<file path="config.mk">
export PLATFORM = sky130hd
export DESIGN_NAME = board_top
export DESIGN_NICKNAME = d
export VERILOG_FILES = /design/src/board_pkg.sv /design/src/pin_pkg.sv /design/src/rst_ctrl.sv /design/src/pin_xbar.sv /design/src/pad_cell.sv /design/src/pin_capture.sv /design/src/board_top.sv
export VERILOG_INCLUDE_DIRS = /design/src
export SDC_FILE = /design/constraint.sdc
export NUM_CORES = 1
export LEC_CHECK = 0
export ABC_AREA = 0
export BUFFER_PORTS_ARGS = -buffer_cell sky130_fd_sc_hd__buf_4
export CAP_MARGIN = 0
export CORE_ASPECT_RATIO = 1.25
export CORE_UTILIZATION = 55
export CTS_BUF_LIST = sky130_fd_sc_hd__clkbuf_8
export DETAILED_ROUTE_END_ITERATION = 7
export PLACE_DENSITY = 0.87
export SLEW_MARGIN = 40
export SYNTH_ARGS = -nofsm -noshare
export SYNTH_HDL_FRONTEND = slang
export SYNTH_SLANG_ARGS = --single-unit
</file>
<file path="constraint.sdc">
create_clock -name clk_sys_i -period 6.35 [get_ports clk_sys_i]
set_input_delay 0.9525 -clock clk_sys_i [delete_from_list [all_inputs] [get_ports clk_sys_i]]
set_output_delay 0.9525 -clock clk_sys_i [all_outputs]
set_load 0.01 [all_outputs]
</file>
<file path="src/pin_defs.svh">
// Board pin subsystem parameters
// Pin count, reset counter width and input synchroniser depth

`ifndef PIN_DEFS_SVH
`define PIN_DEFS_SVH

// Pins handled by the crossbar and pad row
`define PIN_NUM 8

// Reset hold counter, full range is counted before release
`define RST_CNT_W 4

// Flops in each pad input synchroniser
`define SYNC_STAGES 2

`endif

</file>
<file path="src/board_pkg.sv">
// Board-level types
// Reset controller states and the peripheral drive bundle

`include "pin_defs.svh"

package board_pkg;

  // Reset controller FSM
  typedef enum logic [1:0] {
    RST_HOLD  = 2'd0,  // Waiting for lock and button release
    RST_COUNT = 2'd1,  // Counting out the hold time
    RST_RUN   = 2'd2   // System out of reset
  } rst_state_e;

  // Everything the peripherals want to put on pins
  typedef struct packed {
    logic [`PIN_NUM-1:0] gpio_out;
    logic [`PIN_NUM-1:0] gpio_en;
    logic                uart_tx;
    logic                spi_clk;
    logic                spi_copi;
  } periph_out_t;

endpackage : board_pkg

</file>
<file path="src/pin_pkg.sv">
// Pin crossbar types
// Drive source select, per-pin pad drive and configuration write strobe

`include "pin_defs.svh"

package pin_pkg;

  // Source that drives a pin
  typedef enum logic [2:0] {
    PIN_SEL_OFF      = 3'd0,
    PIN_SEL_GPIO     = 3'd1,
    PIN_SEL_UART_TX  = 3'd2,
    PIN_SEL_SPI_CLK  = 3'd3,
    PIN_SEL_SPI_COPI = 3'd4
  } pin_sel_e;

  // What the crossbar hands to one pad cell
  typedef struct packed {
    logic out;
    logic en;
  } pad_drive_t;

  // Single-cycle write into one pin's select register
  typedef struct packed {
    logic                        we;
    logic [$clog2(`PIN_NUM)-1:0] idx;
    pin_sel_e                    sel;
  } pin_cfg_wr_t;

endpackage : pin_pkg

</file>
<file path="src/rst_ctrl.sv">
// Board reset controller
// Holds the system in reset until PLL lock and button release, then counts

`timescale 1ns/1ns
`include "pin_defs.svh"

module rst_ctrl (
  input  logic clk_sys_i,
  input  logic arst_n_i,
  input  logic pll_locked_i,
  input  logic rst_btn_i,
  output logic sys_rst_n_o
);
  import board_pkg::*;

  rst_state_e            state_q, state_d;
  logic [`RST_CNT_W-1:0] cnt_q, cnt_d;
  logic                  rst_req;

  assign rst_req = ~pll_locked_i | rst_btn_i;  // Either condition holds reset

  always_comb begin
    state_d = state_q;
    cnt_d   = cnt_q;
    case (state_q)
      RST_HOLD: begin
        cnt_d = '0;
        if (!rst_req) begin
          state_d = RST_COUNT;
        end
      end
      RST_COUNT: begin
        cnt_d = cnt_q + 1'b1;
        if (cnt_q == '1) begin  // Full range counted
          state_d = RST_RUN;
        end
      end
      RST_RUN: state_d = RST_RUN;
      default: state_d = RST_HOLD;
    endcase

    // Lost lock or button press restarts from hold
    if (rst_req) begin
      state_d = RST_HOLD;
      cnt_d   = '0;
    end
  end

  always_ff @(posedge clk_sys_i or negedge arst_n_i) begin
    if (!arst_n_i) begin
      state_q     <= RST_HOLD;
      cnt_q       <= '0;
      sys_rst_n_o <= 1'b0;
    end else begin
      state_q     <= state_d;
      cnt_q       <= cnt_d;
      sys_rst_n_o <= (state_d == RST_RUN);  // Glitch-free release
    end
  end

endmodule : rst_ctrl

</file>
<file path="src/pin_xbar.sv">
// Pin crossbar
// Per-pin select registers and the drive source multiplexer

`timescale 1ns/1ns
`include "pin_defs.svh"

module pin_xbar (
  input  logic                                  clk_sys_i,
  input  logic                                  rst_n_i,
  input  pin_pkg::pin_cfg_wr_t                  cfg_wr_i,
  input  board_pkg::periph_out_t                periph_i,
  output pin_pkg::pad_drive_t [`PIN_NUM-1:0]    drive_o
);
  import pin_pkg::*;

  pin_sel_e sel_q [`PIN_NUM];

  // Select registers, one write strobe per cycle
  always_ff @(posedge clk_sys_i or negedge rst_n_i) begin
    if (!rst_n_i) begin
      for (int i = 0; i < `PIN_NUM; i++) begin
        sel_q[i] <= PIN_SEL_OFF;
      end
    end else if (cfg_wr_i.we) begin
      sel_q[cfg_wr_i.idx] <= cfg_wr_i.sel;
    end
  end

  // Drive mux
  always_comb begin
    for (int i = 0; i < `PIN_NUM; i++) begin
      case (sel_q[i])
        PIN_SEL_GPIO: begin
          drive_o[i].out = periph_i.gpio_out[i];
          drive_o[i].en  = periph_i.gpio_en[i];
        end
        PIN_SEL_UART_TX: begin
          drive_o[i].out = periph_i.uart_tx;
          drive_o[i].en  = 1'b1;
        end
        PIN_SEL_SPI_CLK: begin
          drive_o[i].out = periph_i.spi_clk;
          drive_o[i].en  = 1'b1;
        end
        PIN_SEL_SPI_COPI: begin
          drive_o[i].out = periph_i.spi_copi;
          drive_o[i].en  = 1'b1;
        end
        default: begin  // Off and unused codes leave the pin undriven
          drive_o[i].out = 1'b0;
          drive_o[i].en  = 1'b0;
        end
      endcase
    end
  end

endmodule : pin_xbar

</file>
<file path="src/pad_cell.sv">
// Single pin pad cell
// Registered output with enable gating, plus input synchroniser

`timescale 1ns/1ns
`include "pin_defs.svh"

module pad_cell (
  input  logic                clk_sys_i,
  input  logic                rst_n_i,
  input  pin_pkg::pad_drive_t drive_i,
  input  logic                pin_i,
  output logic                pin_o,
  output logic                pin_oe_o,
  output logic                pin_sync_o
);
  logic [`SYNC_STAGES-1:0] sync_q;

  always_ff @(posedge clk_sys_i or negedge rst_n_i) begin
    if (!rst_n_i) begin
      pin_o    <= 1'b0;
      pin_oe_o <= 1'b0;
    end else begin
      pin_o    <= drive_i.out & drive_i.en;  // Pulled low when not enabled
      pin_oe_o <= drive_i.en;
    end
  end

  // Raw pin is asynchronous to the system clock
  always_ff @(posedge clk_sys_i or negedge rst_n_i) begin
    if (!rst_n_i) begin
      sync_q <= '0;
    end else begin
      sync_q <= {sync_q[`SYNC_STAGES-2:0], pin_i};
    end
  end

  assign pin_sync_o = sync_q[`SYNC_STAGES-1];

endmodule : pad_cell

</file>
<file path="src/pin_capture.sv">
// Pin input capture
// Registered levels and sticky rising-edge flags with per-bit clear

`timescale 1ns/1ns
`include "pin_defs.svh"

module pin_capture (
  input  logic                clk_sys_i,
  input  logic                rst_n_i,
  input  logic [`PIN_NUM-1:0] pin_sync_i,
  input  logic [`PIN_NUM-1:0] edge_clr_i,
  output logic [`PIN_NUM-1:0] pin_level_o,
  output logic [`PIN_NUM-1:0] edge_o
);
  logic [`PIN_NUM-1:0] rise;
  logic [`PIN_NUM-1:0] edge_d;

  // Previous level is the registered one
  assign rise = pin_sync_i & ~pin_level_o;

  // Clear takes priority over a new edge
  assign edge_d = (edge_o | rise) & ~edge_clr_i;

  always_ff @(posedge clk_sys_i or negedge rst_n_i) begin
    if (!rst_n_i) begin
      pin_level_o <= '0;
      edge_o      <= '0;
    end else begin
      pin_level_o <= pin_sync_i;
      edge_o      <= edge_d;  // Sets together with the level
    end
  end

endmodule : pin_capture

</file>
<file path="src/board_top.sv">
// Board pin subsystem top level
// Reset controller, pin crossbar, pad cell row and input capture

`timescale 1ns/1ns
`include "pin_defs.svh"

module board_top (
  input  logic                   clk_sys_i,
  input  logic                   arst_n_i,
  input  logic                   pll_locked_i,
  input  logic                   rst_btn_i,
  input  pin_pkg::pin_cfg_wr_t   cfg_wr_i,
  input  board_pkg::periph_out_t periph_i,
  input  logic [`PIN_NUM-1:0]    pin_i,
  input  logic [`PIN_NUM-1:0]    edge_clr_i,
  output logic [`PIN_NUM-1:0]    pin_o,
  output logic [`PIN_NUM-1:0]    pin_oe_o,
  output logic [`PIN_NUM-1:0]    pin_level_o,
  output logic [`PIN_NUM-1:0]    edge_o,
  output logic                   boot_ok_o
);
  import pin_pkg::*;

  logic                      sys_rst_n;  // Reset for everything past rst_ctrl
  pad_drive_t [`PIN_NUM-1:0] drive;
  logic [`PIN_NUM-1:0]       pin_sync;

  rst_ctrl u_rst_ctrl (
    .clk_sys_i   (clk_sys_i),
    .arst_n_i    (arst_n_i),
    .pll_locked_i(pll_locked_i),
    .rst_btn_i   (rst_btn_i),
    .sys_rst_n_o (sys_rst_n)
  );

  assign boot_ok_o = sys_rst_n;  // Boot-ok LED

  pin_xbar u_pin_xbar (
    .clk_sys_i(clk_sys_i),
    .rst_n_i  (sys_rst_n),
    .cfg_wr_i (cfg_wr_i),
    .periph_i (periph_i),
    .drive_o  (drive)
  );

  for (genvar i = 0; i < `PIN_NUM; i++) begin : g_pad
    pad_cell u_pad_cell (
      .clk_sys_i (clk_sys_i),
      .rst_n_i   (sys_rst_n),
      .drive_i   (drive[i]),
      .pin_i     (pin_i[i]),
      .pin_o     (pin_o[i]),
      .pin_oe_o  (pin_oe_o[i]),
      .pin_sync_o(pin_sync[i])
    );
  end

  pin_capture u_pin_capture (
    .clk_sys_i  (clk_sys_i),
    .rst_n_i    (sys_rst_n),
    .pin_sync_i (pin_sync),
    .edge_clr_i (edge_clr_i),
    .pin_level_o(pin_level_o),
    .edge_o     (edge_o)
  );

endmodule : board_top

</file>
After elaboration in Yosys (flattened, before gate mapping)

Index checks and enable logic that the tools add are counted.

Flip-flop bits (word level): 79
Input port bits: 46
Output and inout port bits: 33
Logic and storage cells: 111

$add $sub $neg: 1
Magnitude comparators: 2
Eq/ne operators: 36
Muxes and demuxes: 16
Bitwise operators: 16
Reductions and logical operators: 3

Operators by type and width:

| cell                | number |
|---|---|
| $pmux 2 s4          | 8 |
| $eq 3x2->1 const B  | 16 |
| $bwmux 24           | 1 |
| $eq 3x1->1 const B  | 8 |
| $eq 3x3->1 const B  | 8 |
| $and 8x8->8         | 2 |
| $not 8->8           | 2 |
| $demux 3 s3         | 1 |
| $and 1x1->1         | 8 |
| $or 8x8->8          | 1 |
| $pmux 4 s2          | 1 |
| $pmux 2 s3          | 1 |
| $add 4x1->4 const B | 1 |
| $eq 2x2->1 const B  | 2 |
| $eq 4x4->1 const B  | 1 |
| $ge 4x4->1 const B  | 1 |
| $lt 4x1->1 const B  | 1 |
| $mux 2              | 2 |
| $mux 4              | 1 |
| $not 3->4           | 1 |
| $mux 3              | 1 |
| $reduce_bool 3->1   | 1 |
| $eq 2x1->1 const B  | 1 |
| $logic_not 2->1     | 1 |
| other kinds (3)     | 3 |

Longest topological paths before layout

Gate-level depths: netlist of the first run.

Depth in word-level cells: 6
Mapped depth: 4
Gate-level depth less buffers: 4

Modules after synthesis

From an unflattened synthesis of the first run, not the netlist that was laid out.

Cell total of the unflattened synthesis: 237
Area, all modules: 3210.6 µm²

Modules (own cells, without submodules):

| module      | times used | cells each | area each (µm²) |
|---|---|---|---|
| pin_xbar    | 1          | 124        | 1420.1 |
| pad_cell    | 8          | 5          | 106.4 |
| pin_capture | 1          | 40         | 610.6 |
| rst_ctrl    | 1          | 33         | 329.1 |

Least setup slack after synthesis of the first run

Ideal clock, no wire load.

Path kind: register -> output
From: register u_rst_ctrl.sys_rst_n_o
To: output boot_ok_o
Data arrival time: 1.904 ns
Required time: 5.398 ns
Slack: 3.493 ns
Cell stages (with the launch flop): 1
Buffers on the path: 0
Cell sequence: dfrtp_1

RTL lines:

| item                   | RTL line        | text |
|---|---|---|
| from (decl)            | rst_ctrl.sv:12  | `output logic sys_rst_n_o` |
| from (signal assigned) | rst_ctrl.sv:57  | `sys_rst_n_o <= (state_d == RST_RUN);` |
| to (decl)              | board_top.sv:20 | `output logic boot_ok_o` |

No word-level cell between the ends.

Final worst setup path of the first run

From: register u_rst_ctrl.sys_rst_n_o
To: output boot_ok_o

No word-level cell between the ends.

==> impl_metrics.csv, run 1 <==
group,metric,value,unit
critical_path,arrival,0.90,ns
logic_synthesis,ys.flop_type,"dfrtp_1",
routing,vias_per_cell,5.45,
critical_path,reg2reg_depth,3,
floorplan,fp.coreArea,5520,um^2
sta,fmax,539,MHz
sta,hold_viol_final,0,
power_and_ir_drop,powerDensity,308,nW/um^2
critical_path,crit_family,"flip-flops",
clock_network,ctsHoldBuffers,0,
logic_synthesis,yosysWarnings,0,
final_layout,final_area,3990,um^2
power_and_ir_drop,switching_share,27.3,%
clock_network,cts_made_buffers,9,
clock_network,cts_sinks,79,
power_and_ir_drop,switchingPower,0.335,mW
power_and_ir_drop,pwr-share-comb,17.5,%
logic_synthesis,synth-seq-cells,79,
power_and_ir_drop,leakagePower,1.92,nW
floorplan,die_area,6130,um^2
logic_synthesis,syn_inst,249,
logic_synthesis,synth-edff-count,0,
critical_path,r2r_setup_slack,5.06,ns
power_and_ir_drop,power_frac_seq,52.6,%
logic_synthesis,ys_top_cells_by_area,"dfrtp_1 62%, mux2_2 8.4%, buf_4 3.8%",
critical_path,path_buf_inv,1,
critical_path,cp.required,5.40,ns
power_and_ir_drop,p_int,0.892,mW
final_layout,drive_gt1_share,38.1,%
floorplan,initial_core_util,58.0,%
floorplan,rows,30,
sta,maxSlewViolCount,0,
run,cap_viol_max_count,0,
routing,vias,2136,
place,portBuffers,78,
critical_path,critPathLaunchType,"flop",
clock_network,cts.clk_slew.worst_paths,0.08,ns
critical_path,cp_max_fo,2,
routing,ant_nets,0,
sta,finClkSkew,0.00682,ns
logic_synthesis,async_reset_ff_share,100,%
global_route,antenna_found_initial,0,
critical_path,reg2reg_from,"u_rst_ctrl.state_q[1]",
clock_network,post_cts_resized,0,
sta,layout_min_cycle_time,1.86,ns
outcome,status,"finished, final reports clean",
routing,dr.pass1.iters,4,
critical_path,endpoint_kind,"primary output",
clock_network,htree_levels,3,
global_route,grt_pass1_wl,10200,um
clock_network,clkLatencyLatePin,0.35,ns
final_layout,nets,370,
place,dp_hpwl,4500,um
place,gp_congestion,0.753,
critical_path,cp-endpoint,"boot_ok_o",
global_route,grt-ovfl-total,0,
sta,fin_crit_sh,29.2,%
logic_synthesis,synth_seq_area_share,61.7,%
critical_path,cp.depth,1,
logic_synthesis,synth_top_area_share,61.7,%
power_and_ir_drop,max-vdd-ir-drop,196,uV
final_layout,syn_to_final_growth,24.5,%
logic_synthesis,yosys.area.top_type,"dfrtp_1",
global_route,grt_max_degree,32,
routing,drc_errors,0,
clock_network,post_cts_buffers,0,
critical_path,worstSetupPathType,"flop to primary output",
sta,setup_violations,0,
clock_network,cts.path.max_buffers,2,
floorplan,io_pins,79,
power_and_ir_drop,power.share.clock,29.9,%
critical_path,critical-path-max-stage-delay,0.41,ns
clock_network,tritoncts,"yes",
critical_path,crit_start,"u_rst_ctrl.sys_rst_n_o",
sta,rsz0062_at_grt,"no",
logic_synthesis,synth_commonest_cells,"79 x dfrtp_1, 24 x mux2_2, 20 x a21oi_1, 16 x buf_4, 11 x nand2b_1",
sta,fin_setup_tns,0,ns
routing,routed_wl,6260,um
floorplan,fp.dieH,87.3,um
logic_synthesis,synth.most_common_cell,"dfrtp_1",
logic_synthesis,avgSynthCellArea,12.9,um^2
logic_synthesis,netlist_area,3200,um^2
sta,worst_slew_pin_slew,0.430,ns
worst_hold_path,hold_class,"flop to async pin",
floorplan,die_w,70.3,um
sta,timing.slew.headroom,71.1,%
routing,routedWlPerCell,16.0,um
critical_path,crit_slowest_cell,"dfrtp_2",
routing,drt_iter0_markers,129,
critical_path,r2r-end,"u_rst_ctrl.cnt_q[3]",
global_route,grt_usage,22.2,%
global_route,grt_pass1_vias,2229,
logic_synthesis,synthDistinctLibCells,27,
final_layout,diodes,0,
critical_path,worstPathCellList,"buf_4",
logic_synthesis,synth_nets,296,
clock_network,cts_root_buffer,"clkbuf_8",
place,placed_area,3790,um^2
[kinds of logic (layout without fill, tap and decap cells)]
logic type,after synthesis,in the layout,share of synthesized area (%)
muxes,33,33,11.3
buffers and inverters,26,105,4.92
DFF,79,79,61.7
and+or+nand+nor,73,73,14.6
adders and majority gates,1,1,0.391
AOI/OAI and AO/OA,37,37,7.07
[stage by stage]
| stage | setup slack (ns) | std cells | hold WS, ns | total power [mW] | util (%) |
|---|---|---|---|---|---|
| 2_1_floorplan | 3.49 | 249 | 0.331 | 0.795 | - |
| 3_3_place_gp | 4.31 | 374 | 0.331 | 0.854 | 68.0 |
| 3_5_place_dp | 4.25 | 376 | 0.243 | 0.868 | 68.7 |
| 4_1_cts | 4.48 | 392 | 0.251 | 1.23 | 72.3 |
| 5_1_grt | 4.47 | 392 | 0.261 | 1.28 | 72.3 |
| 6_report | 4.49 | 392 | 0.236 | 1.23 | 72.3 |
[sequential cells by signal, indices dropped and copies added (netlist names)]
name / cells
u_rst_ctrl.cnt_q: 4
u_rst_ctrl.sys_rst_n_o: 1
u_pin_capture.edge_o: 8
g_pad.u_pad_cell.pin_oe_o: 8
u_rst_ctrl.state_q: 2
g_pad.u_pad_cell.pin_o: 8
g_pad.u_pad_cell.sync_q: 16
u_pin_capture.pin_level_o: 8
u_pin_xbar.sel_q: 24
[per-layer routing]
metal  up-vias  share of wire (%)  track usage [%]
li1       1032                  -                -
met1      1037                 39             25.2
met2        53                 55             39.5
met3        14                3.6             3.94
met4         0                2.5             12.5
met5         -                  0                0
[worst reg2reg max path, delay by kind of cell, from the launching register on]
family           cells  cell delay [ns]
AO/OA/AOI/OAI        1             0.16
AND/OR/NAND/NOR      2             0.57
flip-flops           1             0.48
[power by group through the flow]
stage                     Combinational [mW]  Clock [mW]  Sequential (mW)
after global routing                   0.234       0.392            0.656
after detailed placement               0.215           0            0.653
after floorplan                        0.158           0            0.637
final                                  0.215       0.367            0.645
after CTS                              0.217       0.372            0.644
after global placement                 0.207           0            0.647
[how the worst min path moves through the flow]
stage | startpoint | endpoint | slack (ns) | depth (start not counted)
final | u_rst_ctrl.sys_rst_n_o | u_pin_capture.edge_o[0] | 0.24 | 1
after global routing | u_rst_ctrl.sys_rst_n_o | u_pin_capture.edge_o[0] | 0.26 | 1
after CTS | u_rst_ctrl.sys_rst_n_o | u_pin_capture.pin_level_o[0] | 0.25 | 1
after detailed placement | u_rst_ctrl.sys_rst_n_o | g_pad[1].u_pad_cell.sync_q[1] | 0.24 | 1
after global placement | g_pad[2].u_pad_cell.sync_q[0] | g_pad[2].u_pad_cell.sync_q[1] | 0.33 | 0
after floorplan | g_pad[0].u_pad_cell.sync_q[0] | g_pad[0].u_pad_cell.sync_q[1] | 0.33 | 0
[cell type report]
class	count	area [um^2]
repair buffers	81	633
fillers	375	1530
inverters	8	30.0
multi-input cells	144	1070
flip-flops and latches	79	1980
clock inverters	7	75.1
clock buffers	9	124
well taps	64	80.1
[layout by cell type (no fill, tap or decap)]
cell type / count
nand2_1: 10
dfrtp_1: 78
bufinv_16: 1
nand4b_1: 3
nor3b_2: 2
nand2b_1: 11
and4_1: 1
o31a_1: 8
buf_4: 79
buf_12: 2
a31oi_1: 1
o22ai_1: 8
mux2_2: 24
dfrtp_2: 1
nor2_1: 9
or3b_1: 1
clkinvlp_4: 2
nor3_1: 10
nand4_1: 2
ha_1: 1
nor3b_1: 10
clkbuf_8: 9
nand3b_1: 1
nand3_1: 2
nor2b_2: 1
nor2b_1: 1
inv_1: 9
nor4bb_1: 8
clkinv_4: 3
a21oi_1: 20
mux2i_1: 9
nor3_2: 1
Power figures use the tool's default switching activity.
==> run 2: changes to the inputs <==
--- a/config.mk
+++ b/config.mk
@@ -6,14 +6,14 @@
 export SDC_FILE = /design/constraint.sdc
 export NUM_CORES = 1
 export LEC_CHECK = 0
-export ABC_AREA = 0
+export ABC_AREA = 1
 export BUFFER_PORTS_ARGS = -buffer_cell sky130_fd_sc_hd__buf_4
 export CAP_MARGIN = 0
 export CORE_ASPECT_RATIO = 1.25
-export CORE_UTILIZATION = 55
+export CORE_UTILIZATION = 50
 export CTS_BUF_LIST = sky130_fd_sc_hd__clkbuf_8
 export DETAILED_ROUTE_END_ITERATION = 7
-export PLACE_DENSITY = 0.87
+export PLACE_DENSITY = 0.84
 export SLEW_MARGIN = 40
 export SYNTH_ARGS = -nofsm -noshare
 export SYNTH_HDL_FRONTEND = slang
==> constraint.sdc (replaced) <==
create_clock -name clk_sys_i -period 1.7 [get_ports clk_sys_i]
set_input_delay 0.255 -clock clk_sys_i [delete_from_list [all_inputs] [get_ports clk_sys_i]]
set_output_delay 0.255 -clock clk_sys_i [all_outputs]
set_load 0.01 [all_outputs]
==> impl_metrics.csv, run 2 <==
group,metric,value,unit
logic_synthesis,ys.flop_type,"dfrtp_1",
sta,hold_viol_final,0,
sta,fin_setup_tns,0,ns
sta,fin_crit_sh,70.5,%
global_route,grt_usage,21.9,%
logic_synthesis,synth-seq-cells,79,
critical_path,path_buf_inv,1,
logic_synthesis,synth_seq_area_share,61.5,%
logic_synthesis,netlist_area,3220,um^2
clock_network,htree_levels,3,
run,cap_viol_max_count,0,
place,gp_congestion,0.798,
power_and_ir_drop,leakagePower,2.21,nW
floorplan,fp.coreArea,6210,um^2
final_layout,syn_to_final_growth,27.2,%
logic_synthesis,synth_commonest_cells,"79 x dfrtp_1, 70 x nand2_1, 53 x inv_1, 31 x nor2_1, 28 x nand3_1",
floorplan,initial_core_util,51.8,%
critical_path,worstSetupPathType,"flop to primary output",
power_and_ir_drop,max-vdd-ir-drop,717,uV
critical_path,crit_slowest_cell,"dfrtp_2",
critical_path,r2r-end,"u_rst_ctrl.state_q[0]",
routing,drc_errors,0,
logic_synthesis,synth-edff-count,0,
clock_network,cts_sinks,79,
final_layout,drive_gt1_share,22.9,%
place,place_ws,0.578,ns
routing,vias,2585,
worst_hold_path,hold_class,"input pin to flop",
power_and_ir_drop,powerDensity,1100,nW/um^2
logic_synthesis,synth.most_common_cell,"dfrtp_1",
power_and_ir_drop,p_total,4.50,mW
critical_path,reg2reg_from,"u_rst_ctrl.cnt_q[1]",
clock_network,cts.path.max_buffers,2,
logic_synthesis,async_reset_ff_share,100,%
clock_network,cts_made_buffers,9,
floorplan,die_w,73.7,um
critical_path,cp.required,1.44,ns
sta,setup_violations,0,
logic_synthesis,synth_top_area_share,61.5,%
routing,routed_wl,6430,um
logic_synthesis,synth_nets,393,
floorplan,rows,32,
sta,maxSlewViolCount,0,
critical_path,r2r_setup_slack,0.58,ns
final_layout,final_area,4090,um^2
final_layout,final_cell_mix,"78 x dfrtp_1, 78 x buf_4, 70 x nand2_1, 54 x inv_1, 31 x nor2_1",
logic_synthesis,avgSynthCellArea,9.29,um^2
place,portBuffers,78,
final_layout,diodes,0,
sta,timing.slew.headroom,75.9,%
global_route,grt-ovfl-total,0,
routing,ant_nets,0,
final_layout,nets,475,
floorplan,die_area,6760,um^2
critical_path,worstPathCellList,"buf_4",
outcome,status,"finished, final reports clean",
critical_path,critical-path-max-stage-delay,0.44,ns
critical_path,arrival,0.94,ns
logic_synthesis,synthDistinctLibCells,19,
logic_synthesis,syn_inst,346,
global_route,grt_max_degree,73,
sta,rsz0062_at_grt,"no",
logic_synthesis,yosys.area.top_type,"dfrtp_1",
clock_network,cts.clk_slew.worst_paths,0.08,ns
routing,drt_iter0_markers,150,
clock_network,post_cts_resized,0,
sta,finClkSkew,0.00655,ns
place,placed_area,3800,um^2
global_route,grt_pass1_vias,2566,
sta,worst_slack,0.501,ns
logic_synthesis,ys_top_cells_by_area,"dfrtp_1 61%, nand2_1 8.2%, inv_1 6.2%",
sta,worst_slew_pin_slew,0.361,ns
worst_hold_path,worstHoldStart,"edge_clr_i[2]",
final_layout,largest_register_ffs,24,
routing,dr.pass1.iters,4,
worst_hold_path,whs_endpoint,"u_pin_capture.edge_o[2]",
routing,vias_per_cell,4.99,
final_layout,largest-register,"u_pin_xbar.sel_q",
critical_path,cp_max_fo,2,
global_route,grt_pass1_wl,11000,um
clock_network,cts_root_buffer,"clkbuf_8",
critical_path,endpoint_kind,"primary output",
routing,routedWlPerCell,12.4,um
sta,layout_min_cycle_time,1.20,ns
floorplan,fp.dieH,91.7,um
worst_hold_path,hold_depth,2,
critical_path,critPathLaunchType,"flop",
final_layout,top_regs,"u_pin_xbar.sel_q x24, g_pad.u_pad_cell.sync_q x16",
clock_network,tritoncts,"yes",
global_route,antenna_found_initial,0,
logic_synthesis,yosysWarnings,0,
place,dp_hpwl,4490,um
critical_path,reg2reg_depth,4,
critical_path,crit_family,"flip-flops",
sta,fmax,834,MHz
floorplan,io_pins,79,
clock_network,clkLatencyLatePin,0.35,ns
run 2: metrics by stage:
| stage | hold slack [ns] | instances | util [%] |
|---|---|---|---|
| after floorplan | -0.0406 | 346 | - |
| after global placement | 0.0704 | 493 | 61.3 |
| after detailed placement | 0.0737 | 493 | 61.3 |
| after CTS | 0.0259 | 518 | 65.9 |
| after global routing | 0.0238 | 518 | 65.9 |
| final | 0.0436 | 518 | 65.9 |
run 2: report_power, final:
part / switching [mW] / total (mW) / internal [mW]
clock network: 0.684 / 1.36 / 0.680
logic: 0.427 / 0.827 / 0.399
registers: 0.178 / 2.31 / 2.13
run 2: worst max path at each step:
stage,slack (ns),endpoint,from,depth (start not counted)
global placement,0.63,u_rst_ctrl.cnt_q[0],rst_btn_i,6
global route,0.46,boot_ok_o,u_rst_ctrl.sys_rst_n_o,1
floorplan,0.25,boot_ok_o,u_rst_ctrl.sys_rst_n_o,0
CTS,0.48,boot_ok_o,u_rst_ctrl.sys_rst_n_o,1
finish,0.50,boot_ok_o,u_rst_ctrl.sys_rst_n_o,1
detailed placement,0.58,u_rst_ctrl.state_q[0],u_rst_ctrl.cnt_q[0],4
run 2: cells by family after synthesis:
family / synth area share (%)
simple gates: 20.5
flops: 61.5
buf+inv: 10.2
compound gates: 6.93
xor+xnor: 0.545
fa+ha+maj: 0.389
run 2: cell type report:
cell class	instances	area (um^2)
timing repair buffer	88	696
sequential	79	1980
clock inverter	7	71.3
multi-input combinational	196	912
inverter	54	203
tap	85	106
fill	509	2120
clock buffer	9	124
run 2: metal layers:
metal  vias to the layer above  track usage (%)  wire length [um]
li1                       1258                -                 -
met1                      1242             25.0              2620
met2                        70             37.3              3350
met3                        15             5.49               323
met4                         0             10.7               142
met5                         -                0                 0
run 2: timing repair:
action / CTS / global route
setup buffers: 0 / 0
hold buffers: 9 / 0
hold endpoints to repair: 15 / 0
==> run 3: changes to the inputs <==
==> constraint.sdc (replaced) <==
create_clock -name clk_sys_i -period 1 [get_ports clk_sys_i]
set_input_delay 0.15 -clock clk_sys_i [delete_from_list [all_inputs] [get_ports clk_sys_i]]
set_output_delay 0.15 -clock clk_sys_i [all_outputs]
set_load 0.01 [all_outputs]
==> impl_metrics.csv, run 3 (synthesis gave the netlist of run 2 again) <==
group,metric,value,unit
outcome,status,"finished, violations left",
outcome,violations,"setup timing",
sta,rsz0062_at_grt,"yes",
final_layout,nets,511,
floorplan,rows,32,
worst_hold_path,hold_class,"input pin to flop",
power_and_ir_drop,powerDensity,1830,nW/um^2
global_route,grt_pass1_wl,12100,um
clock_network,htree_levels,3,
critical_path,arrival,0.99,ns
floorplan,die_area,6760,um^2
power_and_ir_drop,power_frac_seq,47.5,%
final_layout,diodes,0,
routing,vias_per_cell,5.04,
global_route,antenna_found_initial,0,
global_route,grt_max_degree,35,
sta,maxSlewViolCount,0,
final_layout,final_common_cell,"buf_4",
clock_network,cts.path.max_buffers,2,
power_and_ir_drop,power.share.clock,31.7,%
sta,fin_crit_sh,114,%
power_and_ir_drop,max-vdd-ir-drop,1120,uV
critical_path,endpoint_kind,"primary output",
final_layout,post-route-util,74.9,%
clock_network,cts_made_buffers,9,
critical_path,cp.required,0.85,ns
sta,setup_violations,28,
critical_path,cp_max_fo,2,
floorplan,fp.coreArea,6210,um^2
floorplan,fp.dieH,91.7,um
clock_network,clkLatencyLatePin,0.36,ns
critical_path,critical-path-max-stage-delay,0.51,ns
place,place_ws,-0.0812,ns
place,dp_hpwl,4520,um
global_route,grt_usage,23.7,%
routing,routedWlPerCell,13.8,um
final_layout,final_cell_mix,"71 x buf_4, 70 x nand2_1, 70 x dfrtp_1, 44 x inv_1, 36 x buf_6",
sta,fin_setup_tns,-1.08,ns
critical_path,worstPathCellList,"buf_6",
final_layout,syn_to_final_growth,44.6,%
clock_network,tritoncts,"yes",
final_layout,largest_register_ffs,24,
power_and_ir_drop,pwr-share-comb,20.8,%
routing,dr.pass1.iters,4,
critical_path,critPathLaunchType,"flop",
global_route,grt-ovfl-total,0,
routing,drc_errors,0,
sta,worst_slew_pin_slew,0.398,ns
place,placed_area,3850,um^2
floorplan,die_w,73.7,um
clock_network,cts.clk_slew.worst_paths,0.08,ns
final_layout,drive_gt1_share,35.4,%
sta,fmax,875,MHz
final_layout,final_area,4650,um^2
clock_network,cts_sinks,79,
floorplan,io_pins,79,
place,post-place-cells,501,
routing,vias,2792,
sta,hold_viol_final,0,
final_layout,top_regs,"u_pin_xbar.sel_q x24, g_pad.u_pad_cell.sync_q x16",
power_and_ir_drop,leakagePower,2.43,nW
critical_path,worstSetupPathType,"flop to primary output",
final_layout,final_cells,554,
critical_path,crit_slowest_cell,"dfrtp_4",
sta,finClkSkew,0.00820,ns
power_and_ir_drop,p_total,8.50,mW
sta,layout_min_cycle_time,1.14,ns
sta,worst_slack,-0.142,ns
final_layout,largest-register,"u_pin_xbar.sel_q",
run,cap_viol_max_count,0,
sta,holdWs,0.0204,ns
power_and_ir_drop,switching_share,28.4,%
critical_path,crit_family,"flip-flops",
clock_network,cts_root_buffer,"clkbuf_8",
place,portBuffers,78,
power_and_ir_drop,p_int,6.09,mW
routing,ant_nets,0,
floorplan,initial_core_util,51.8,%
place,gp_congestion,0.759,
global_route,grt_pass1_vias,2636,
critical_path,path_buf_inv,1,
power_and_ir_drop,switchingPower,2.41,mW
sta,timing.slew.headroom,73.2,%
routing,drt_iter0_markers,136,
routing,routed_wl,7620,um
run 3: final timing paths:
| check | cells past startpoint | to | slack, ns | start |
|---|---|---|---|---|
| min in group asynchronous | 2 | u_rst_ctrl.cnt_q[3] | 0.14 | arst_n_i |
| max in group asynchronous | 2 | g_pad[1].u_pad_cell.pin_o | 0.20 | u_rst_ctrl.sys_rst_n_o |
| worst min-delay path | 3 | u_pin_xbar.sel_q[0] | 0.02 | cfg_wr_i[0] |
| worst max register to register | 4 | u_rst_ctrl.state_q[0] | -0.13 | u_rst_ctrl.cnt_q[0] |
| worst max-delay path | 1 | boot_ok_o | -0.14 | u_rst_ctrl.sys_rst_n_o |
| worst min register to register | 0 | g_pad[2].u_pad_cell.sync_q[1] | 0.35 | g_pad[2].u_pad_cell.sync_q[0] |
run 3: worst min-delay path, cell delays in order:
cell	delay [ns]
buf_4	0.08
nand2_1	0.04
o21ai_0	0.06
run 3: per-layer routing:
metal / GRT usage (%) / wire (um) / part of all wire [%]
met1: 30.0 / 2920 / 38
met2: 38.1 / 4130 / 54
met3: 4.29 / 335 / 4.4
met4: 13.0 / 238 / 3.1
met5: 0 / 0 / 0
run 3: repair_timing:
item,CTS,global route
pin swaps,2,17
setup buffers,8,12
endpoints found under the setup margin,36,48
hold buffers,17,0
endpoints found under the hold margin,23,0
gates resized for setup,35,44
run 3: cell type report:
type / count / area [um^2]
Tap cell: 85 / 106
Timing Repair Buffer: 124 / 1110
Fill cell: 419 / 1560
Inverter: 54 / 203
Sequential cell: 79 / 1990
Multi-Input combinational cell: 196 / 1010
Clock inverter: 6 / 91.3
Clock buffer: 10 / 138
run 3: power by group through the flow:
stage               clock [mW]  combinational [mW]  sequential (mW)
floorplan                    0               0.995             3.93
global placement             0                1.33             3.96
detailed placement           0                1.39             3.98
CTS                       2.69                1.59             3.96
global route              2.83                1.96             4.10
finish                    2.69                1.77             4.04
